--- config.mk ---
export PLATFORM = sky130hd
export DESIGN_NAME = gen_lin
export DESIGN_NICKNAME = d
export VERILOG_FILES = /design/src/logic/gen_lin.sv
export SDC_FILE = /design/constraint.sdc
export NUM_CORES = 1
export LEC_CHECK = 0
export BUFFER_PORTS_ARGS = -buffer_cell sky130_fd_sc_hd__buf_2
export CAP_MARGIN = 10
export CORE_MARGIN = 5
export CORE_UTILIZATION = 28
export CTS_CLUSTER_DIAMETER = 100
export CTS_CLUSTER_SIZE = 16
export DETAILED_ROUTE_END_ITERATION = 8
export PLACE_DENSITY_LB_ADDON = 0.1
export SYNTH_ARGS = -nofsm -noshare
export SYNTH_HDL_FRONTEND = slang
export SYNTH_SLANG_ARGS = --single-unit
--- constraint.sdc ---
create_clock -name bus -period 1.6 [get_ports bus]
set_clock_uncertainty 0.1 [all_clocks]
set_input_delay 0.08 -clock bus [delete_from_list [all_inputs] [get_ports bus]]
set_output_delay 0.08 -clock bus [all_outputs]
set_load 0.01 [all_outputs]
--- src/logic/gen_lin.sv ---
// gain and offset stage
// scales each sample, adds the offset with saturation and holds the
// result in the output stream register, which sets the stall for all
module gen_lin #(
  parameter int smp_w = 14
) (
  input  logic                    bus,
  input  logic                    arst_n,
  input  logic signed [smp_w-1:0] smp,
  input  logic                    zero,
  input  logic                    run,
  input  logic signed [smp_w-1:0] mul,
  input  logic signed [smp_w-1:0] sum,
  input  logic                    ena,
  output logic signed [smp_w-1:0] smp_data,
  output logic                    smp_valid,
  input  logic                    smp_ready,
  output logic                    adv
);

  localparam int pw = 2 * smp_w;
  // signed range limits, extended to product width
  localparam logic signed [pw-1:0] vmax = (pw'(1) <<< (smp_w - 1)) - 1;
  localparam logic signed [pw-1:0] vmin = -(pw'(1) <<< (smp_w - 1));

  logic signed [smp_w-1:0] x;
  logic signed [smp_w-1:0] scl;
  logic signed [smp_w-1:0] res;
  logic signed [pw-1:0]    prod;
  logic signed [pw-1:0]    acc;
  logic                    vld_tbl;
  logic                    vld_out;

  function automatic logic signed [smp_w-1:0] sat(input logic signed [pw-1:0] v);
    if (v > vmax) return vmax[smp_w-1:0];
    else if (v < vmin) return vmin[smp_w-1:0];
    else return v[smp_w-1:0];
  endfunction

  // gap samples count as zero
  assign x = zero ? '0 : smp;

  // mul of 2^(smp_w-2) is unity gain
  assign prod = x * mul;
  assign scl  = sat(prod >>> (smp_w - 2));
  assign acc  = scl + sum;
  assign res  = sat(acc);

  // stall only on a presented sample that is not taken
  assign smp_valid = vld_out & ena;
  assign adv       = ~smp_valid | smp_ready;

  // valid pipe, table stage then output stage
  always_ff @(posedge bus or negedge arst_n) begin
    if (!arst_n) begin
      vld_tbl <= 1'b0;
      vld_out <= 1'b0;
    end else if (adv) begin
      vld_tbl <= run;
      vld_out <= vld_tbl;
    end
  end

  always_ff @(posedge bus) begin
    if (adv && vld_tbl) smp_data <= res;
  end

  a_data_hold: assert property (@(posedge bus) disable iff (!arst_n)
    (smp_valid && !smp_ready) |=> $stable(smp_data));

endmodule

==> results.tsv <==
metric	value	unit
pre_cts_ws	-7.185	ns
cts_max_level	1	
clk_path_buf_depth	2	
yosys.area.top_type	fa_1	
path_buf_inv	9	
hold_viol	0	
max_cap_viol_count	0	
path_common_cell	fa_1	
port_buffers	63	
ys.flop_type	edfxtp_1	
cts_buffers	3	
tightest_slew	0.4501	ns
die_y	191.1	um
netlist.area_leader.share	42.50	%
required	1.48	ns
synth_mux_area_share	0.3677	%
vias	7382	
ant_nets	0	
grt_max_degree	15	
hpwlAfterDp	22.65	mm
dieArea	36530	um2
final_util	38.99	%
slew_headroom	69.68	%
grt_pass1_wl	42.70	mm
cts_sinks	16	
final_nets	1620	
layout_min_cycle_time	8.045	ns
clock-root-buffer	clkbuf_16	
synth.most_common_cell	inv_1	
placed_cells	1687	
grt_pass1_vias	8260	
start_util	28.31	%
worstSetupPathType	input port to flip-flop	
cts_tree	yes	
ys_async_sr_fraction	12.50	%
crit_path_start_kind	input port	
rsz0062_at_grt	true	
routed_via_density	4.247	
crit_slowest_cell	fa_1	
die_w	191.1	um
core_area	32450	um2
syn_inst	1030	
violations	negative setup slack	
antenna_found_initial	0	
final_cells	1738	
ys_ff_latch	16	
synthAdderAreaFrac	53.50	%
area_growth	37.75	%
ys_warn_count	0	
fin_crit_sh	502.8	%
fin_hold_ws	0.05737	ns
critPathMaxFanout	7	
drc	0	
hp-class	input port to async pin	
synth_common_cells	248 x inv_1, 195 x fa_1, 106 x and2_1	
yosys.area_share.xor_xnor	3.228	%
synth_fp_nets	1353	
clkLatencyLatePin	0.24	ns
crit_family	adder cells	
ys_types	65	
synth_compound_area_share	9.548	%
reg2reg_depth	3	
fmax	124.3	MHz
totalWireLength	25.57	mm
wire_per_inst	14.71	um
synth_area_leaders	fa_1 42%, ha_1 11%, inv_1 10%, and2_1 7.2%, edfxtp_1 4.6%	
row_count	66	
grt_usage	14.43	%
timing.rr.end	smp_data[6]$_SDFFCE_PN1P_	
drt_first_pass_iters	4	
worst_path_largest_cell_delay	0.50	ns
ios	64	
critPathArrivalTime	7.93	ns
clkTransAtPathRegs	0.05	ns
drv_slew	0	
endpoint_kind	flip-flop	
yosysSeqAreaShare	5.121	%
r2r-start	vld_out$_DFFE_PN0N_	
num_antenna_cells	0	
fin_ws	-6.445	ns
syn_avg_cell_area	8.919	um2
globalplace.congestion	0.7925	
grt_overflow	0	
synth-simple-area-share	16.49	%
synth_top_family_by_area	adder cells	
setup_viol	14	
status	finished, violations left	
drt_iter0_drc	246	
r2r_slack	0.23	ns
synth_edf_count	14	
layout-drive-gt1-share	33.26	%
syn_area	9186	um2
how the worst max path moves through the flow:
stage	start	end	slack, ns	depth (start not counted)
2_1_floorplan	zero	smp_data[10]$_SDFFCE_PN1P_	-6.29	33
3_3_place_gp	zero	smp_data[5]$_SDFFCE_PN1P_	-7.08	33
3_5_place_dp	zero	smp_data[8]$_SDFFCE_PN1P_	-7.18	33
4_1_cts	zero	smp_data[8]$_SDFFCE_PN1P_	-6.48	36
5_1_grt	zero	smp_data[8]$_SDFFCE_PN1P_	-6.79	34
6_report	zero	smp_data[6]$_SDFFCE_PN1P_	-6.45	36
layer usage:
metal / vias up / global-route usage (%) / wire length (um)
met5: - / 0 / 0
met4: 0 / 1.381 / 218
met2: 50 / 26.79 / 13070
li1: 3665 / - / -
met3: 10 / 0.3470 / 292
met1: 3657 / 19.54 / 11990
placed cells by master, fill, tap and decap left out, types with 7 or more instances in the layout:
| master | n |
|---|---|
| nand2_2 | 9 |
| a21o_1 | 10 |
| a21oi_1 | 17 |
| fa_1 | 188 |
| nand2b_1 | 9 |
| inv_1 | 236 |
| o21ai_1 | 8 |
| and2_1 | 94 |
| xnor2_1 | 22 |
| edfxtp_1 | 14 |
| buf_2 | 63 |
| inv_2 | 12 |
| ha_4 | 17 |
| a21oi_2 | 16 |
| buf_4 | 202 |
| nand3_1 | 9 |
| xor2_1 | 8 |
| nand2_1 | 92 |
| nor2b_4 | 12 |
| and2_4 | 11 |
| ha_1 | 62 |
| nor2_1 | 28 |
| o21ai_0 | 17 |
| buf_12 | 8 |
| fa_2 | 7 |
| buf_6 | 19 |
what timing repair did:
action | in CTS | in global routing
gates resized for setup | 81 | 38
endpoints found under the hold margin | 3 | 0
cloned | 1 | 1
setup endpoints to repair | 14 | 14
buffers inserted | 34 | 11
hold buffers | 2 | 0
pin swaps | 68 | 23
area by class of cell:
class,instances,area (um2)
clock buffers,3,75.07
repair buffers,296,2256
flip-flops and latches,16,470.5
clock inverters,1,3.754
fillers,3318,19800
multi-input cells,732,8366
well taps,442,553.0
inverters,248,930.9
flip-flops by register name (all words and copies together), names as in the netlist:
register,cells
vld_tbl,1
smp_data,14
vld_out,1
stage by stage:
step,area [um2],setup TNS (ns)
detailed placement,11610,-99.53
global placement,11610,-98.18
finish,12650,-89.33
CTS,12420,-89.50
floorplan,9528,-86.88
global route,12650,-94.10
cells by family after synthesis:
kind of cell | count (synthesis)
AOI/OAI and AO/OA | 125
DFF | 16
muxes | 2
buffers and inverters | 284
xor gates and xnor gates | 33
and+or+nand+nor | 294
adders and majority gates | 276
Power is not shown: default switching activity piles up to over one toggle a cycle in this logic, so the estimate is an artifact.
