--- src/logic/gen_pkg.sv ---
// waveform generator shared definitions
// bus request/response, register map, generator states, control strobes
// and the configuration bundle handed to the pointer and state machine
package gen_pkg;

  // bus byte address and data widths, addr bit 12 selects the table
  localparam int aw = 13;
  localparam int dw = 32;

  // pointer width from table depth and fraction width
  function automatic int ptr_w(input int tbl_aw, input int frac_w);
    return tbl_aw + frac_w;
  endfunction

  // cfg field width, sized for the largest supported pointer
  localparam int cw = ptr_w(10, 16);

  typedef struct packed {
    logic          wen;
    logic          ren;
    logic [aw-1:0] addr;
    logic [dw-1:0] wdata;
  } bus_req_t;

  typedef struct packed {
    logic          ack;
    logic [dw-1:0] rdata;
  } bus_rsp_t;

  // register offsets, low 7 address bits
  typedef enum logic [6:0] {
    reg_ctl      = 7'h00,
    reg_trg_mask = 7'h08,
    reg_mode     = 7'h10,
    reg_siz      = 7'h14,
    reg_off      = 7'h18,
    reg_ste      = 7'h1c,
    reg_bdl      = 7'h24,
    reg_bpl      = 7'h28,
    reg_bpn      = 7'h2c,
    reg_sts_bpl  = 7'h30,
    reg_sts_bpn  = 7'h34,
    reg_mul      = 7'h40,
    reg_sum      = 7'h44,
    reg_ena      = 7'h48
  } reg_addr_e;

  // ctl write bits: bit0 rst, bit1 str, bit2 stp, bit3 swt
  typedef struct packed {
    logic swt;
    logic stp;
    logic str;
    logic rst;
  } ctl_t;

  typedef enum logic [1:0] {
    st_idle  = 2'd0,
    st_armed = 2'd1,
    st_run   = 2'd2
  } gen_state_e;

  typedef struct packed {
    logic          ben;
    logic          inf;
    logic [cw-1:0] siz;
    logic [cw-1:0] off;
    logic [cw-1:0] ste;
    logic [15:0]   bdl;
    logic [15:0]   bpl;
    logic [15:0]   bpn;
  } cfg_t;

endpackage
--- src/logic/gen_fsm.sv ---
// generator state machine
// idle, armed on start, running on software or masked external trigger;
// back to idle on stop, reset or the last burst step
module gen_fsm (
  input  logic                bus,
  input  logic                arst_n,
  input  gen_pkg::ctl_t       ctl,
  input  logic                trg,
  input  logic                trg_mask,
  input  logic                evn_lst,
  output gen_pkg::gen_state_e state,
  output logic                run,
  output logic                ptr_load
);

  gen_pkg::gen_state_e state_nxt;
  logic                fire;

  // trigger sources
  assign fire = ctl.swt | (trg & trg_mask);

  always_comb begin
    state_nxt = state;
    case (state)
      gen_pkg::st_idle: begin
        if (ctl.str) state_nxt = gen_pkg::st_armed;
      end
      gen_pkg::st_armed: begin
        if (fire) state_nxt = gen_pkg::st_run;
      end
      gen_pkg::st_run: begin
        // last step of last period ends the run
        if (evn_lst) state_nxt = gen_pkg::st_idle;
      end
      default: state_nxt = gen_pkg::st_idle;
    endcase
    // stop and reset win over everything
    if (ctl.rst || ctl.stp) state_nxt = gen_pkg::st_idle;
  end

  always_ff @(posedge bus or negedge arst_n) begin
    if (!arst_n) begin
      state <= gen_pkg::st_idle;
    end else begin
      state <= state_nxt;
    end
  end

  assign run = (state == gen_pkg::st_run);

  // pointer preset in the transition cycle
  assign ptr_load = (state == gen_pkg::st_armed) && (state_nxt == gen_pkg::st_run);

  // load pulses exactly on entry into run
  a_load_entry: assert property (@(posedge bus) disable iff (!arst_n)
    $past(ptr_load) == $rose(run));

endmodule

--- config.mk ---
export PLATFORM = sky130hd
export DESIGN_NAME = gen_fsm
export DESIGN_NICKNAME = d
export VERILOG_FILES = /design/src/logic/gen_pkg.sv /design/src/logic/gen_fsm.sv
export SDC_FILE = /design/constraint.sdc
export NUM_CORES = 1
export LEC_CHECK = 0
export BUFFER_PORTS_ARGS = -buffer_cell sky130_fd_sc_hd__buf_2
export CORE_AREA = 5 5 42 44
export CTS_CLUSTER_SIZE = 20
export DETAILED_ROUTE_END_ITERATION = 10
export DIE_AREA = 0 0 47 49
export PLACE_DENSITY = 0.31
export SYNTH_ARGS = -nofsm -noshare
export SYNTH_HDL_FRONTEND = slang
export SYNTH_SLANG_ARGS = --single-unit
--- constraint.sdc ---
create_clock -name bus -period 0.9 [get_ports bus]
set_clock_uncertainty 0.1 [all_clocks]
set_input_delay 0.045 -clock bus [delete_from_list [all_inputs] [get_ports bus]]
set_output_delay 0.045 -clock bus [all_outputs]
set_load 0.005 [all_outputs]
==> out/qor.yml, run 1 <==
critPathKind: "reg2out"
slew_headroom_pct: 86.13
final_area_um2: 245.2
gp_congestion: 0.7322
core_area_um2: 1401
critPathCaptureType: "primary output"
cts-buffers-inserted: 3
first_pass_iters: 2
fin_util_pct: 17.50
crit_required_ns: 0.75
crit_arrival_ns: 1.01
num_vias: 150
reg_top3: "state x2"
synth_fa_ha_area_share_pct: 0
finalHoldViolations: 1
synth_nets: 19
grt_pass1_vias: 177
synthMuxAreaShare_pct: 9.091
violations: "negative hold slack, negative setup slack"
wl_per_cell_um: 10.57
finalCritPeriodShare_pct: 128.3
rsz0062_at_grt: "true"
fp.dieW_um: 47
track_usage_pct: 5.282
yosysUniqueCellTypes: 9
cts_tree: "yes"
slew_violations: 0
yosysTopAreaCell: "dfrtp_1"
vias_per_cell: 3.409
cp-start-kind: "register"
n_fill_cell: 168
fin_hold_ws_ns: -0.09468
syn2layout_area_growth_pct: 122.7
final_common_cell: "buf_2"
syn_avg_cell_area_um2: 11.01
ir_worst_vdd_uv: 384.5
placementRows: 14
ys.warnings.count: 0
path_buf_inv: 1
worst_slew_pin_slew_ns: 0.2061
fp.dieArea_um2: 2303
ys_ff_latch: 2
ys_seq_area_share_pct: 45.45
max-cap-violations: 0
synth-compound-area-share_pct: 15.91
status: "finished with violations"
synth_xor_area_share_pct: 0
final_cell_mix: "12 x buf_2, 3 x clkbuf_4, 2 x buf_4, 2 x dfrtp_1"
crit_chain: "and4bb_1 -> buf_2"
cp_slowest_stage_delay_ns: 0.39
finalSetupViolCount: 5
insertion_delay_ns: 0.22
path_delay_family: "flip-flops"
cts_root_buf: "clkbuf_4"
diodes: 0
cts.path.max_buffers: 2
fin_crit_ns: 1.155
ios: 13
cp_slowest_cell: "dfrtp_1"
setup_ws_ns: -0.2547
critPathMaxFanout: 4
drc_errors: 0
initial_utilization_pct: 7.857
port_buffers: 12
htreeDepth: 1
wl_um: 465
synthSimpleGateAreaFrac_pct: 26.14
grt_max_degree: 5
antenna_found_initial: 0
dpl_worst_slack_ns: -0.1042
grt_pass1_wl_um: 759
drive_gt1_share_pct: 67.86
synthesis.instances: 10
syn_area_um2: 110.1
pwr_density_cell_nw_per_um2: 1392
synth_top_family_by_area: "simple AND/OR/NAND/NOR gates"
clkTransAtPathRegs_ns: 0.03
synth_top_area_share_pct: 45.45
largest_reg_flops: 2
min_path_type: "in2reg"
fmax_mhz: 866.0
placed_area_um2: 190.2
overflow: 0
total_power_uw: 341.3
ant_nets: 0
cts.sinks: 2
die_height_um: 49
first_iter_violations: 1
synth_area_leaders: "dfrtp_1 45%, and4bb_1 11%, mux2i_1 9.1%"
top_register: "state"
final_nets: 39
hold_buffers: 1
p_leak_uw: 0.0001350
## Yosys cell counts
cell and count:
nor2b_1 1, and4bb_1 1, mux2i_1 1, a21oi_2 1
a31o_1 1, nor2_1 1, inv_1 1, dfrtp_1 2
nor4_1 1
## area by class of cell
cell class              count  area (um^2)  share of cell area, %
clock buffers               3        22.52                  9.184
inverters                   1        3.754                  1.531
multi-input cells           7        63.81                  26.02
flip-flops and latches      2        50.05                  20.41
well taps                  16        20.02                  8.163
repair buffers             15        85.08                  34.69
## metrics by stage
stage | hold WS (ns) | setup TNS [ns] | std cells
after floorplan | -0.3506 | -0.1108 | 10
after global placement | -0.2667 | -0.08452 | 38
after detailed placement | -0.2685 | -0.1169 | 38
after CTS | -0.1058 | -0.6245 | 44
after global routing | -0.09790 | -1.040 | 44
final | -0.09468 | -0.6680 | 44
## where the power goes
part / internal (uW) / leakage [uW] / total [uW] / switching [uW]
combinational: 28.1 / 0.0000938 / 46.6 / 18.5
clock: 147 / 0.0000138 / 198 / 51.0
sequential: 93.3 / 0.0000274 / 96.6 / 3.31
total: 269 / 0.000135 / 341 / 72.8
## final timing paths
check                         start        to  slack [ns]  depth (start not counted)
min                          ctl[2]  state[0]       -0.09                          2
max in group asynchronous    arst_n  state[1]        0.57                          2
min reg2reg                state[1]  state[0]        0.47                          2
min in group asynchronous    arst_n  state[0]        0.04                          2
max reg2reg                state[0]  state[1]       -0.14                          2
max                        state[1]  ptr_load       -0.25                          2
## cell families after synthesis
group	count (synthesis)
AND/OR/NAND/NOR	4
buffers and inverters	1
flip-flops	2
multiplexers	1
AO/OA/AOI/OAI	2
## repair_timing
action | 4_1_cts | 5_1_grt
gates resized for setup | 1 | 1
setup endpoints to repair | 5 | 6
endpoints found under the hold margin | 3 | 1
gates cloned | 0 | 0
setup buffers | 2 | 0
pin swaps | 0 | 0
## per-layer routing
| metal | routed length, um | global-route usage (%) |
|---|---|---|
| met2 | 124 | 4.072 |
| met3 | 102 | 6.642 |
| met1 | 238 | 6.593 |
| met4 | 0 | 4.147 |
| met5 | 0 | 0 |
Power figures use the tool's default switching activity.
==> run 2, diff against run 1 <==
--- a/config.mk
+++ b/config.mk
@@ -10,7 +10,7 @@
 export CTS_CLUSTER_SIZE = 20
 export DETAILED_ROUTE_END_ITERATION = 10
 export DIE_AREA = 0 0 47 49
-export PLACE_DENSITY = 0.31
+export PLACE_DENSITY = 0.3
 export SYNTH_ARGS = -nofsm -noshare
 export SYNTH_HDL_FRONTEND = slang
 export SYNTH_SLANG_ARGS = --single-unit
==> constraint.sdc (replaced) <==
create_clock -name bus -period 1.1 [get_ports bus]
set_clock_uncertainty 0.1 [all_clocks]
set_input_delay 0.055 -clock bus [delete_from_list [all_inputs] [get_ports bus]]
set_output_delay 0.055 -clock bus [all_outputs]
set_load 0.005 [all_outputs]
==> out/qor.yml, run 2 (same netlist as run 1, synthesis figures left out) <==
status: "finished with violations"
violations: "negative setup slack"
gp_congestion: 0.7367
cp_slowest_cell: "dfrtp_1"
slew_violations: 0
drive_gt1_share_pct: 57.14
max-cap-violations: 0
setup_ws_ns: -0.07419
final_cell_mix: "12 x buf_2, 3 x clkbuf_4, 3 x dlygate4sd3_1"
overflow: 0
finalSetupViolCount: 1
wl_per_cell_um: 9.932
critPathMaxFanout: 4
critPathCaptureType: "primary output"
final_area_um2: 242.7
crit_required_ns: 0.94
cts_tree: "yes"
first_iter_violations: 2
n_fill_cell: 168
first_pass_iters: 3
worst_slew_pin_slew_ns: 0.2616
cts_setup_buffers: 0
grt_max_degree: 5
antenna_found_initial: 0
placed_area_um2: 190.2
wl_um: 437
ir_worst_vdd_uv: 302.8
rsz0062_at_grt: "true"
reg_top3: "state x2"
min_path_type: "in2reg"
fp.dieArea_um2: 2303
total_power_uw: 274.9
largest_reg_flops: 2
diodes: 0
reg2reg_slack_ns: 0.07
cts-resized-gates: 0
slew_headroom_pct: 82.40
clkTransAtPathRegs_ns: 0.03
htreeDepth: 1
syn2layout_area_growth_pct: 120.5
top_usage_layer: "met3"
cts-buffers-inserted: 3
fin_crit_ns: 1.174
grt_pass1_vias: 174
cp_slowest_stage_delay_ns: 0.39
drc_errors: 0
use_met3_pct: 6.642
fp.dieW_um: 47
finalHoldViolations: 0
die_height_um: 49
ios: 13
core_area_um2: 1401
fmax_mhz: 851.6
dp_hpwl_um: 371.3
final_nets: 39
vias_per_cell: 3.295
cts.sinks: 2
cts_root_buf: "clkbuf_4"
critPathKind: "reg2out"
final_common_cell: "buf_2"
cts.path.max_buffers: 2
top_register: "state"
port_buffers: 12
pwr_density_cell_nw_per_um2: 1133
insertion_delay_ns: 0.22
grt_pass1_wl_um: 752
p_leak_uw: 0.0001323
grt_util_met2_pct: 4.525
placementRows: 14
fin_hold_ws_ns: 0.03465
finalCritPeriodShare_pct: 106.7
use_met1_pct: 5.934
initial_utilization_pct: 7.857
ant_nets: 0
crit_chain: "and4bb_1 -> buf_2"
num_vias: 145
crit_arrival_ns: 1.02
track_usage_pct: 5.000
cp-start-kind: "register"
setup_tns_ns: -0.07419
## run 2: layout make-up
class | instances | area [um^2] | area share, %
multi-input combinational | 7 | 56.30 | 23.20
tap | 16 | 20.02 | 8.247
sequential | 2 | 50.05 | 20.62
timing repair buffer | 15 | 90.09 | 37.11
inverter | 1 | 3.754 | 1.546
clock buffer | 3 | 22.52 | 9.278
## run 2: per-layer routing
metal / wire length, um / up-vias
li1: - / 76
met2: 102 / 13
met1: 233 / 56
met3: 100 / 0
met4: 0 / 0
met5: 0 / -
## run 2: where the power goes
part,internal (uW),switching (uW),total (uW)
sequential,76.3,2.47,78.8
clock,120,37.6,158
combinational,24.6,13.8,38.4
## run 2: critical path, delay by kind of cell, from the launching register on
family                 cells  cell delay, ns
AND/OR/NAND/NOR            1            0.29
flip-flops                 1            0.39
buffers and inverters      1            0.12
## run 2: repair_timing
action / in CTS / in global routing
endpoints found under the setup margin: 1 / 2
hold buffers: 3 / 0
endpoints found under the hold margin: 3 / 0
pin swaps: 0 / 0
## run 2: path summary, 6_finish.rpt
| path | from | cells after the start | end |
|---|---|---|---|
| max | state[1] | 2 | ptr_load |
| min in group asynchronous | arst_n | 2 | state[1] |
| max reg2reg | state[0] | 2 | state[1] |
| min | evn_lst | 3 | state[1] |
| max in group asynchronous | arst_n | 2 | state[0] |
| min reg2reg | state[1] | 1 | state[0] |
## run 2: through the flow
step	worst slack, ns	util [%]	cells
after floorplan	0.07659	-	10
after global routing	-0.1321	17.32	44
after global placement	0.09077	13.57	38
final	-0.07419	17.32	44
after CTS	-0.08220	17.32	44
after detailed placement	0.06998	13.57	38
