`src/logic/gen_pkg.sv`:
```
// waveform generator shared definitions
// bus request/response, register map, generator states, control strobes
// and the configuration bundle handed to the pointer and state machine
package gen_pkg;

  // bus byte address and data widths, addr bit 12 selects the table
  localparam int aw = 13;
  localparam int dw = 32;

  // pointer width from table depth and fraction width
  function automatic int ptr_w(input int tbl_aw, input int frac_w);
    return tbl_aw + frac_w;
  endfunction

  // cfg field width, sized for the largest supported pointer
  localparam int cw = ptr_w(10, 16);

  typedef struct packed {
    logic          wen;
    logic          ren;
    logic [aw-1:0] addr;
    logic [dw-1:0] wdata;
  } bus_req_t;

  typedef struct packed {
    logic          ack;
    logic [dw-1:0] rdata;
  } bus_rsp_t;

  // register offsets, low 7 address bits
  typedef enum logic [6:0] {
    reg_ctl      = 7'h00,
    reg_trg_mask = 7'h08,
    reg_mode     = 7'h10,
    reg_siz      = 7'h14,
    reg_off      = 7'h18,
    reg_ste      = 7'h1c,
    reg_bdl      = 7'h24,
    reg_bpl      = 7'h28,
    reg_bpn      = 7'h2c,
    reg_sts_bpl  = 7'h30,
    reg_sts_bpn  = 7'h34,
    reg_mul      = 7'h40,
    reg_sum      = 7'h44,
    reg_ena      = 7'h48
  } reg_addr_e;

  // ctl write bits: bit0 rst, bit1 str, bit2 stp, bit3 swt
  typedef struct packed {
    logic swt;
    logic stp;
    logic str;
    logic rst;
  } ctl_t;

  typedef enum logic [1:0] {
    st_idle  = 2'd0,
    st_armed = 2'd1,
    st_run   = 2'd2
  } gen_state_e;

  typedef struct packed {
    logic          ben;
    logic          inf;
    logic [cw-1:0] siz;
    logic [cw-1:0] off;
    logic [cw-1:0] ste;
    logic [15:0]   bdl;
    logic [15:0]   bpl;
    logic [15:0]   bpn;
  } cfg_t;

endpackage
```
`src/logic/gen_regs.sv`:
```
// generator register block
// decodes the cpu bus into config registers and ctl strobes, forwards
// table accesses, muxes read data and registers the interrupt
module gen_regs #(
  parameter int tbl_aw = 10,
  parameter int smp_w  = 14
) (
  input  logic                    bus,
  input  logic                    arst_n,
  input  gen_pkg::bus_req_t       req,
  output gen_pkg::bus_rsp_t       rsp,
  output gen_pkg::ctl_t           ctl,
  output gen_pkg::cfg_t           cfg,
  output logic signed [smp_w-1:0] mul,
  output logic signed [smp_w-1:0] sum,
  output logic                    ena,
  output logic                    trg_mask,
  input  gen_pkg::gen_state_e     state,
  input  logic [15:0]             sts_bpl,
  input  logic [15:0]             sts_bpn,
  input  logic                    evn_lst,
  output logic                    irq,
  output logic                    tbl_we,
  output logic [tbl_aw-1:0]       tbl_addr,
  output logic [smp_w-1:0]        tbl_wdata,
  input  logic [smp_w-1:0]        tbl_rdata
);

  localparam int dw = gen_pkg::dw;
  localparam int cw = gen_pkg::cw;

  logic               tbl_sel;
  logic               reg_we;
  gen_pkg::reg_addr_e ofs;
  logic               ack_q;
  logic               tbl_rd_q;
  logic [dw-1:0]      rdata_q;

  // top address bit picks the table, low 7 bits the register
  assign tbl_sel = req.addr[gen_pkg::aw-1];
  assign reg_we  = req.wen & ~tbl_sel;
  assign ofs     = gen_pkg::reg_addr_e'(req.addr[6:0]);

  // table port, word addressed
  assign tbl_we    = req.wen & tbl_sel;
  assign tbl_addr  = req.addr[2 +: tbl_aw];
  assign tbl_wdata = req.wdata[smp_w-1:0];

  ////////////////////////////////////////////////////////////////////////////
  // handshake, strobes, interrupt
  ////////////////////////////////////////////////////////////////////////////

  always_ff @(posedge bus or negedge arst_n) begin
    if (!arst_n) begin
      ack_q    <= 1'b0;
      tbl_rd_q <= 1'b0;
      ctl      <= '0;
      irq      <= 1'b0;
    end else begin
      ack_q    <= req.wen | req.ren;
      tbl_rd_q <= req.ren & tbl_sel;
      // one-cycle pulses, cleared unless ctl is written
      ctl      <= (reg_we && ofs == gen_pkg::reg_ctl) ? gen_pkg::ctl_t'(req.wdata[3:0]) : '0;
      irq      <= evn_lst;
    end
  end

  // config writes
  always_ff @(posedge bus or negedge arst_n) begin
    if (!arst_n) begin
      cfg      <= '0;
      mul      <= '0;
      sum      <= '0;
      ena      <= 1'b0;
      trg_mask <= 1'b0;
    end else if (reg_we) begin
      case (ofs)
        gen_pkg::reg_trg_mask: trg_mask <= req.wdata[0];
        gen_pkg::reg_mode: begin
          cfg.ben <= req.wdata[0];
          cfg.inf <= req.wdata[1];
        end
        gen_pkg::reg_siz: cfg.siz <= req.wdata[cw-1:0];
        gen_pkg::reg_off: cfg.off <= req.wdata[cw-1:0];
        gen_pkg::reg_ste: cfg.ste <= req.wdata[cw-1:0];
        gen_pkg::reg_bdl: cfg.bdl <= req.wdata[15:0];
        gen_pkg::reg_bpl: cfg.bpl <= req.wdata[15:0];
        gen_pkg::reg_bpn: cfg.bpn <= req.wdata[15:0];
        gen_pkg::reg_mul: mul     <= req.wdata[smp_w-1:0];
        gen_pkg::reg_sum: sum     <= req.wdata[smp_w-1:0];
        gen_pkg::reg_ena: ena     <= req.wdata[0];
        default: ;
      endcase
    end
  end

  ////////////////////////////////////////////////////////////////////////////
  // readback
  ////////////////////////////////////////////////////////////////////////////

  always_ff @(posedge bus) begin
    if (req.ren) begin
      case (ofs)
        gen_pkg::reg_ctl:      rdata_q <= dw'(state);
        gen_pkg::reg_trg_mask: rdata_q <= dw'(trg_mask);
        gen_pkg::reg_mode:     rdata_q <= dw'({cfg.inf, cfg.ben});
        gen_pkg::reg_siz:      rdata_q <= dw'(cfg.siz);
        gen_pkg::reg_off:      rdata_q <= dw'(cfg.off);
        gen_pkg::reg_ste:      rdata_q <= dw'(cfg.ste);
        gen_pkg::reg_bdl:      rdata_q <= dw'(cfg.bdl);
        gen_pkg::reg_bpl:      rdata_q <= dw'(cfg.bpl);
        gen_pkg::reg_bpn:      rdata_q <= dw'(cfg.bpn);
        gen_pkg::reg_sts_bpl:  rdata_q <= dw'(sts_bpl);
        gen_pkg::reg_sts_bpn:  rdata_q <= dw'(sts_bpn);
        // gain and offset read back sign extended
        gen_pkg::reg_mul:      rdata_q <= dw'(mul);
        gen_pkg::reg_sum:      rdata_q <= dw'(sum);
        gen_pkg::reg_ena:      rdata_q <= dw'(ena);
        default:               rdata_q <= 'x;
      endcase
    end
  end

  // table data arrives one cycle late, same as the register path
  assign rsp = {ack_q, tbl_rd_q ? dw'(signed'(tbl_rdata)) : rdata_q};

  a_ack_follows: assert property (@(posedge bus) disable iff (!arst_n)
    (req.wen || req.ren) |=> rsp.ack);
  a_ack_only: assert property (@(posedge bus) disable iff (!arst_n)
    rsp.ack |-> $past(req.wen || req.ren));

endmodule

```
`config.mk`:
```
export PLATFORM = sky130hd
export DESIGN_NAME = gen_regs
export DESIGN_NICKNAME = d
export VERILOG_FILES = /design/src/logic/gen_pkg.sv /design/src/logic/gen_regs.sv
export SDC_FILE = /design/constraint.sdc
export NUM_CORES = 1
export LEC_CHECK = 0
export BUFFER_PORTS_ARGS = -buffer_cell sky130_fd_sc_hd__buf_4
export CAP_MARGIN = 25
export CORE_MARGIN = 10
export CORE_UTILIZATION = 51
export CTS_CLUSTER_DIAMETER = 100
export DETAILED_ROUTE_END_ITERATION = 6
export PLACE_DENSITY = 0.83
export SLEW_MARGIN = 30
export SYNTH_ARGS = -nofsm -noshare
export SYNTH_HDL_FRONTEND = slang
export SYNTH_SLANG_ARGS = --single-unit
```
`constraint.sdc`:
```
create_clock -name bus -period 1.9 [get_ports bus]
set_input_delay 0 -clock bus [delete_from_list [all_inputs] [get_ports bus]]
set_output_delay 0 -clock bus [all_outputs]
set_load 0.05 [all_outputs]
```
==> impl_metrics.yaml, run 1 <==
synth:
  synth-main-ff-cell: "dfrtp_1"
  synth_cells: 756
  synth.avg_cell_area_um2: 12.8
  ys_warn_count: 0
  synth_common_cells: "dfrtp_1 (165), mux2_2 (157), buf_4 (33)"
  ys_seq_area_frac: 0.511
  synth_seq_cells: 192
  synth.largest_area_cell: "dfrtp_1"
  synth_edf_count: 27
  syn_nets: 854
  syn-cell-area_mm2: 0.00966
  yosys-top-cells-area: "dfrtp_1 (43%), mux2_2 (18%), edfxtp_1 (8.4%)"
  post-synth-top-count-cell: "dfrtp_1"
  synth_top_area_frac: 0.427
  synthArstFlopShare: 0.859
  yosysUniqueCellTypes: 64
worst_setup_path:
  critPathArrivalTime_ps: 2180
  critPathKind: "primary input to flip-flop"
  endpoint_kind: "flip-flop"
  required_ps: 2220
  start_kind: "primary input"
  cp_max_fo: 16
clock_network:
  ctsRootBufferMaster: "clkbuf_16"
  clkSinkCount: 192
  clkTransAtPathRegs_ps: 70
  cts_tree: "built"
  cts_buffers: 17
  cts_max_level: 4
  clk_path_buf_depth: 2
  clock_latency_ps: 430
route:
  drc: 2
  via_per_inst: 6.12
  drt-pass1-iter-count: 7
  vias: 8053
  wirelength_um: 35600
  drt_iter0_markers: 747
  ant_nets: 0
  post_drt_wl_per_cell_um: 27.1
timing:
  maxSlewViolCount: 0
  setup_violations: 0
  slew_headroom: 0.352
  tightest_slew_ps: 968
  clock.fmax_mhz: 538
  period_needed_ps: 1860
  hold_viol_final: 0
  fin_skew_ps: 8.49
  fin_crit_sh: 0.978
  grt_setup_unrepaired: "false"
floorplan:
  start_util: 0.518
  fp.dieW_um: 158
  dieArea_mm2: 0.0249
  io_pins: 319
  dieHeight_um: 158
  design.core.area_mm2: 0.0186
  rows: 50
power_and_ir_drop:
  max-vdd-ir-drop_mv: 0.659
  p_leak_nw: 6.57
  finalPower_mw: 10.7
  power.density_mw_per_mm2: 814
run_status:
  failed_checks: "DRC"
  status: "finished, violations left"
global_route:
  grt_pass1_wl_um: 51700
  grt_max_degree: 76
  grt_pass1_vias: 8173
  grt_use_total: 0.279
  antenna_found_initial: 1
  gr-total-overflow: 0
final_layout:
  final_nets: 1165
  drive_gt1_frac: 0.537
  design_area_mm2: 0.0131
  syn_to_final_growth_pct: 35.4
placement:
  place_area_mm2: 0.0121
  io_buffers: 302
  gp_congestion: 0.915
  hpwlAfterDp_um: 25900
hold_path:
  hold_path_class: "primary input to primary output"
run:
  maxCapViolations: 0
==> kinds of logic after synthesis <==
| group | count (synthesis) | share of synthesized area |
|---|---|---|
| flops | 192 | 0.511 |
| simple gates | 134 | 0.0926 |
| mux | 198 | 0.237 |
| compound gates | 129 | 0.0974 |
| buf+inv | 103 | 0.0619 |
==> power breakdown <==
| part | switching (mW) | internal (mW) |
|---|---|---|
| combinational | 1.47 | 0.759 |
| sequential | 0.162 | 4.36 |
| clock | 1.71 | 2.20 |
| total | 3.34 | 7.31 |
==> per-stage QoR <==
step | worst slack, ps | hold slack, ps | utilization | TNS, ps | instances
after floorplan | -9.40 | -296 | - | -37.6 | 756
final | 41.3 | 0.108 | 0.702 | 0 | 1315
after detailed placement | 135 | -84.5 | 0.648 | 0 | 1248
after CTS | 30.8 | 0.899 | 0.702 | 0 | 1314
after global placement | 137 | -87.1 | 0.648 | 0 | 1248
after global routing | 37.7 | 0.212 | 0.702 | 0 | 1315
==> routing by layer <==
metal | track usage | vias to the layer above | routed length, um
met1 | 0.342 | 3999 | 13300
li1 | - | 3396 | -
met5 | 0 | - | 0
met4 | 0.129 | 0 | 1690
met3 | 0.0852 | 104 | 3820
met2 | 0.442 | 554 | 16800
==> final timing paths <==
check / start / end / slack, ps / cells after the start
max: req[44] / cfg[13] / 40 / 6
min: req[40] / tbl_addr[6] / 0.1 / 0
max reg2reg: cfg[105] / rdata_q[5] / 340 / 4
min reg2reg: cfg[125] / cfg[125] / 530 / 1
max in group asynchronous: arst_n / cfg[66] / 1150 / 3
min in group asynchronous: arst_n / cfg[107] / 20 / 2
==> registers in the layout, summed over array words and instances (netlist names) <==
| signal | cells |
|---|---|
| ctl | 4 |
| ack_q | 1 |
| cfg | 128 |
| irq | 1 |
| rdata_q | 27 |
| sum | 14 |
| mul | 14 |
| tbl_rd_q | 1 |
| ena | 1 |
| trg_mask | 1 |
==> worst max-delay path, cell delays in order <==
cell	delay [ps]
dlygate4sd3_1	540
buf_4	140
nand2b_1	390
nor2_4	290
nand3_4	380
mux2_4	430
==> placed cells by master, fill, tap and decap left out, types with 8 or more instances in the layout <==
master	synthesis	final
mux2i_1	17	17
nor2_1	16	16
inv_1	17	17
buf_4	33	336
a221oi_1	8	8
nand3b_1	11	11
mux2_4	22	22
dlygate4sd3_1	0	34
o21ai_0	25	24
dfrtp_1	165	164
nand2_1	30	29
a22o_1	9	9
a22oi_1	31	31
o211ai_1	14	14
nor2b_1	10	9
mux2_2	157	157
clkbuf_16	0	19
edfxtp_1	27	27
==> repair_timing <==
action	in CTS	in global routing
setup endpoints to repair	11	4
hold buffers	34	0
buffers inserted	0	0
hold endpoints to repair	334	0
resized for setup	1	1
==> final cells by class <==
type                    instances  area, um2
inverters                      18       67.6
well taps                     234        293
multi-input cells             461       4140
clock inverters                12        160
diodes                          1       2.50
fillers                      1301       5560
repair buffers                377       2990
flip-flops and latches        192       4940
clock buffers                  20        489
Note: power is estimated with default switching activity, not from simulation.
==> run 2, diff against run 1 <==
--- a/config.mk
+++ b/config.mk
@@ -11,6 +11,7 @@
 export CORE_UTILIZATION = 51
 export CTS_CLUSTER_DIAMETER = 100
 export DETAILED_ROUTE_END_ITERATION = 6
+export GPL_TIMING_DRIVEN = 0
 export PLACE_DENSITY = 0.83
 export SLEW_MARGIN = 30
 export SYNTH_ARGS = -nofsm -noshare
==> constraint.sdc (replaced) <==
create_clock -name bus -period 1.8 [get_ports bus]
set_input_delay 0 -clock bus [delete_from_list [all_inputs] [get_ports bus]]
set_output_delay 0 -clock bus [all_outputs]
set_load 0.05 [all_outputs]
==> impl_metrics.yaml, run 2 (synthesis results as in run 1) <==
final_layout:
  final_common_cell: "buf_4"
  multi_input_area_mm2: 0.00416
  design_area_mm2: 0.0132
  largest_reg_flops: 128
  fin_util: 0.710
  drive_gt1_frac: 0.548
  fillers: 1355
  top_regs: "cfg: 128 flops, rdata_q: 27 flops"
  final_nets: 1209
  final_cell_mix: "buf_4 (335), dfrtp_1 (164), mux2_2 (157)"
  syn_to_final_growth_pct: 37.1
  seq_area_mm2: 0.00494
  top_register: "cfg"
  finalNonFillerCells: 1359
worst_setup_path:
  max_stage_delay_ps: 860
  critPathTopFamily: "compound AO/OA/AOI/OAI gates"
  required_ps: 1910
  critPathArrivalTime_ps: 1960
  path_buf_inv: 2
  critPathKind: "primary input to flip-flop"
  cp_cell_sequence: "buf_2 > or4b_2 > clkbuf_1 > o311ai_0"
  r2r_slack_ps: 40
  start_kind: "primary input"
  endpoint_kind: "flip-flop"
  cp_slowest_cell: "o311ai_0"
  cp_max_fo: 9
run_status:
  failed_checks: "setup timing"
  status: "finished, violations left"
route:
  drc: 0
  wirelength_um: 36900
  post_drt_wl_per_cell_um: 27.1
  drt-pass1-iter-count: 6
  vias: 8208
  drt_iter0_markers: 649
  via_per_inst: 6.04
  ant_nets: 0
timing:
  fin_crit_sh: 1.03
  tightest_slew_ps: 912
  slew_headroom: 0.384
  grt_setup_unrepaired: "false"
  clock.fmax_mhz: 541
  setup_violations: 2
  setup_ws_ps: -50.0
  maxSlewViolCount: 0
  finalSetupTns_ps: -85.1
  period_needed_ps: 1850
  fin_skew_ps: 9.51
  hold_viol_final: 0
clock_network:
  cts_tree: "built"
  cts_buffers: 17
  clk_path_buf_depth: 2
  clkSinkCount: 192
  clkTransAtPathRegs_ps: 70
  clock_latency_ps: 440
  cts_max_level: 4
  ctsRootBufferMaster: "clkbuf_16"
floorplan:
  fp.dieW_um: 158
  dieArea_mm2: 0.0249
  dieHeight_um: 158
  start_util: 0.518
  io_pins: 319
  rows: 50
  design.core.area_mm2: 0.0186
placement:
  place_area_mm2: 0.0123
  dp_cells: 1293
  gp_congestion: 0.941
  io_buffers: 302
  hpwlAfterDp_um: 27000
power_and_ir_drop:
  power.density_mw_per_mm2: 834
  p_leak_nw: 6.69
  seq_power_share: 0.430
  switching_share: 0.324
  p_int_mw: 7.47
  pwr-share-clk: 0.349
  p_comb_frac: 0.221
  max-vdd-ir-drop_mv: 0.685
  power.switching_mw: 3.58
global_route:
  grt_pass1_vias: 8385
  grt_max_degree: 88
  gr-total-overflow: 0
  grt_pass1_wl_um: 53300
  grt_use_total: 0.288
  antenna_found_initial: 1
run:
  maxCapViolations: 0
hold_path:
  hold_path_class: "primary input to flip-flop"
==> run 2: cell types whose count changed in the layout (fill, tap and decap cells not counted), moves of 6 or more <==
cell and change:
clkbuf_1 +10, clkbuf_2 +10, buf_6 +8, buf_2 +19, o21ai_0 -9, o21ai_1 +9
buf_12 -6
==> run 2: area by class of cell <==
cell class                 count  share of cell area
timing repair buffer         337               0.199
antenna                        1            0.000189
multi-input combinational    461               0.314
buffer                        84              0.0416
inverter                      18             0.00510
tap                          234              0.0221
clock inverter                13              0.0107
clock buffer                  19              0.0342
sequential                   192               0.373
==> run 2: timing repair <==
| action | 4_1_cts | 5_1_grt |
|---|---|---|
| buffers inserted | 1 | 0 |
| resized for setup | 13 | 15 |
| pin swaps | 1 | 0 |
| endpoints found under the hold margin | 235 | 0 |
| setup endpoints to repair | 43 | 17 |
| hold buffers | 33 | 0 |
==> run 2: path summary, 6_finish.rpt <==
check	cells past startpoint	to	startpoint
setup reg to reg	4	rdata_q[3]	sum[3]
setup / recovery	4	rdata_q[14]	req[32]
min in group asynchronous	2	cfg[22]	arst_n
hold / removal	2	ctl[1]	req[1]
max in group asynchronous	3	cfg[99]	arst_n
hold reg to reg	1	cfg[123]	cfg[123]
==> run 2: metal layers <==
metal,vias up,share of wire,track usage
met5,-,0,0
met1,4061,0.36,0.337
met4,0,0.043,0.138
li1,3484,-,-
met2,556,0.48,0.463
met3,107,0.11,0.104
==> run 2: through the flow <==
| step | hold slack, ps | power, mW | setup WS [ps] |
|---|---|---|---|
| after floorplan | -296 | 6.23 | -109 |
| after global placement | 109 | 7.14 | -723 |
| after detailed placement | 37.2 | 7.19 | -657 |
| after CTS | 29.4 | 11.0 | 11.8 |
| after global routing | 52.9 | 11.4 | 14.4 |
| final | 19.3 | 11.0 | -50.0 |
==> run 2: power groups by stage <==
stage / sequential (mW) / clock [mW] / combinational, mW
2_1_floorplan: 5.40 / 0 / 0.830
3_3_place_gp: 4.82 / 0 / 2.32
3_5_place_dp: 4.83 / 0 / 2.36
4_1_cts: 4.75 / 3.87 / 2.43
5_1_grt: 4.77 / 4.06 / 2.53
6_report: 4.75 / 3.86 / 2.44
==> run 3, diff against run 2 <==
--- a/config.mk
+++ b/config.mk
@@ -13,6 +13,7 @@
 export DETAILED_ROUTE_END_ITERATION = 6
 export GPL_TIMING_DRIVEN = 0
 export PLACE_DENSITY = 0.83
+export SKIP_CTS_REPAIR_TIMING = 1
 export SLEW_MARGIN = 30
 export SYNTH_ARGS = -nofsm -noshare
 export SYNTH_HDL_FRONTEND = slang
==> impl_metrics.yaml, run 3 (synthesis results as in run 1) <==
run_status:
  status: "finished, violations left"
  failed_checks: "hold timing, setup timing"
worst_setup_path:
  critPathArrivalTime_ps: 2020
  cp_slowest_cell: "nor2b_1"
  max_stage_delay_ps: 420
  cp-startpoint: "req[37]"
  r2r-start: "mul[3]"
  path_buf_inv: 3
  critPathKind: "primary input to flip-flop"
  required_ps: 2010
  cp_max_fo: 10
  endpoint_kind: "flip-flop"
  cp.depth: 7
  r2r_slack_ps: 20
  start_kind: "primary input"
  critPathTopFamily: "compound AO/OA/AOI/OAI gates"
  reg2reg_depth: 4
  reg2reg_to: "rdata_q[3]"
  cp_cell_sequence: "buf_4 > buf_6 > nor2b_1 > buf_2 > a22oi_1 > o32a_1 > o211ai_1"
timing:
  fin_crit_sh: 1.01
  finalSetupTns_ps: -15.7
  hold_viol_final: 9
  tightest_slew_ps: 774
  clock.fmax_mhz: 551
  setup_violations: 2
  setup_ws_ps: -14.8
  fin_skew_ps: 8.91
  slew_headroom: 0.483
  whs_ps: -11.0
  period_needed_ps: 1810
  maxSlewViolCount: 0
route:
  ant_nets: 0
  drt_iter0_markers: 702
  vias: 8206
  wirelength_um: 37000
  post_drt_wl_per_cell_um: 27.2
  via_per_inst: 6.04
  drt-pass1-iter-count: 5
  drc: 0
final_layout:
  drive_gt1_frac: 0.547
  fillers: 1357
  final_common_cell: "buf_4"
  fin_util: 0.711
  largest_reg_flops: 128
  syn_to_final_growth_pct: 37.1
  multi_input_area_mm2: 0.00417
  seq_area_mm2: 0.00494
  final_nets: 1208
  top_regs: "cfg: 128 flops, rdata_q: 27 flops"
  final_cell_mix: "buf_4 (335), dfrtp_1 (164), mux2_2 (157)"
  top_register: "cfg"
clock_network:
  clk_path_buf_depth: 2
  clkSinkCount: 192
  cts_buffers: 17
  cts_max_level: 4
  clock_latency_ps: 440
  cts_tree: "built"
  ctsRootBufferMaster: "clkbuf_16"
  clkTransAtPathRegs_ps: 80
power_and_ir_drop:
  power.density_mw_per_mm2: 835
  finalPower_mw: 11.1
  max-vdd-ir-drop_mv: 0.683
  p_leak_nw: 6.69
hold_path:
  hold_path_class: "primary input to flip-flop"
  min_to: "rdata_q[17]"
  hold_depth: 1
  hp-start: "req[45]"
global_route:
  grt_pass1_vias: 8188
  grt_max_degree: 88
  grt_pass1_wl_um: 51900
  gr-total-overflow: 0
  antenna_found_initial: 1
  grt_use_total: 0.282
placement:
  io_buffers: 302
  gp_congestion: 0.941
  dp_slack_ps: -657
  hpwlAfterDp_um: 27000
floorplan:
  design.core.area_mm2: 0.0186
  io_pins: 319
  dieHeight_um: 158
  fp.dieW_um: 158
  dieArea_mm2: 0.0249
  start_util: 0.518
  rows: 50
run:
  maxCapViolations: 0
run 3: routing by layer:
| metal | GRT usage | part of all wire | up-vias |
|---|---|---|---|
| li1 | - | - | 3489 |
| met1 | 0.331 | 0.37 | 4047 |
| met2 | 0.451 | 0.47 | 544 |
| met3 | 0.103 | 0.11 | 124 |
| met4 | 0.136 | 0.045 | 2 |
| met5 | 0 | 0.00038 | - |
run 3: where the power goes:
part	leakage (nW)	switching [mW]	internal [mW]
Sequential	2.54	0.158	4.60
Clock	0.293	1.82	2.04
Combinational	3.85	1.61	0.829
run 3: final cells by class:
cell class,instances,share of cell area
sequential,192,0.373
multi-input combinational,461,0.315
timing repair buffer,336,0.199
buffer,84,0.0414
clock buffer,19,0.0342
tap,234,0.0221
clock inverter,13,0.0107
inverter,18,0.00510
antenna,1,0.000189
run 3: worst max path at each step:
stage	to	slack, ps
after floorplan	rsp[13]	-110
after global placement	rdata_q[4]	-720
after detailed placement	rdata_q[16]	-660
after CTS	rsp[8]	-510
after global routing	rdata_q[12]	-30
final	rdata_q[7]	-10
run 3: per-stage QoR:
step | instance area (um2) | cells
floorplan | 9670 | 756
global placement | 12200 | 1292
detailed placement | 12300 | 1293
CTS | 12900 | 1325
global route | 13200 | 1357
finish | 13200 | 1358
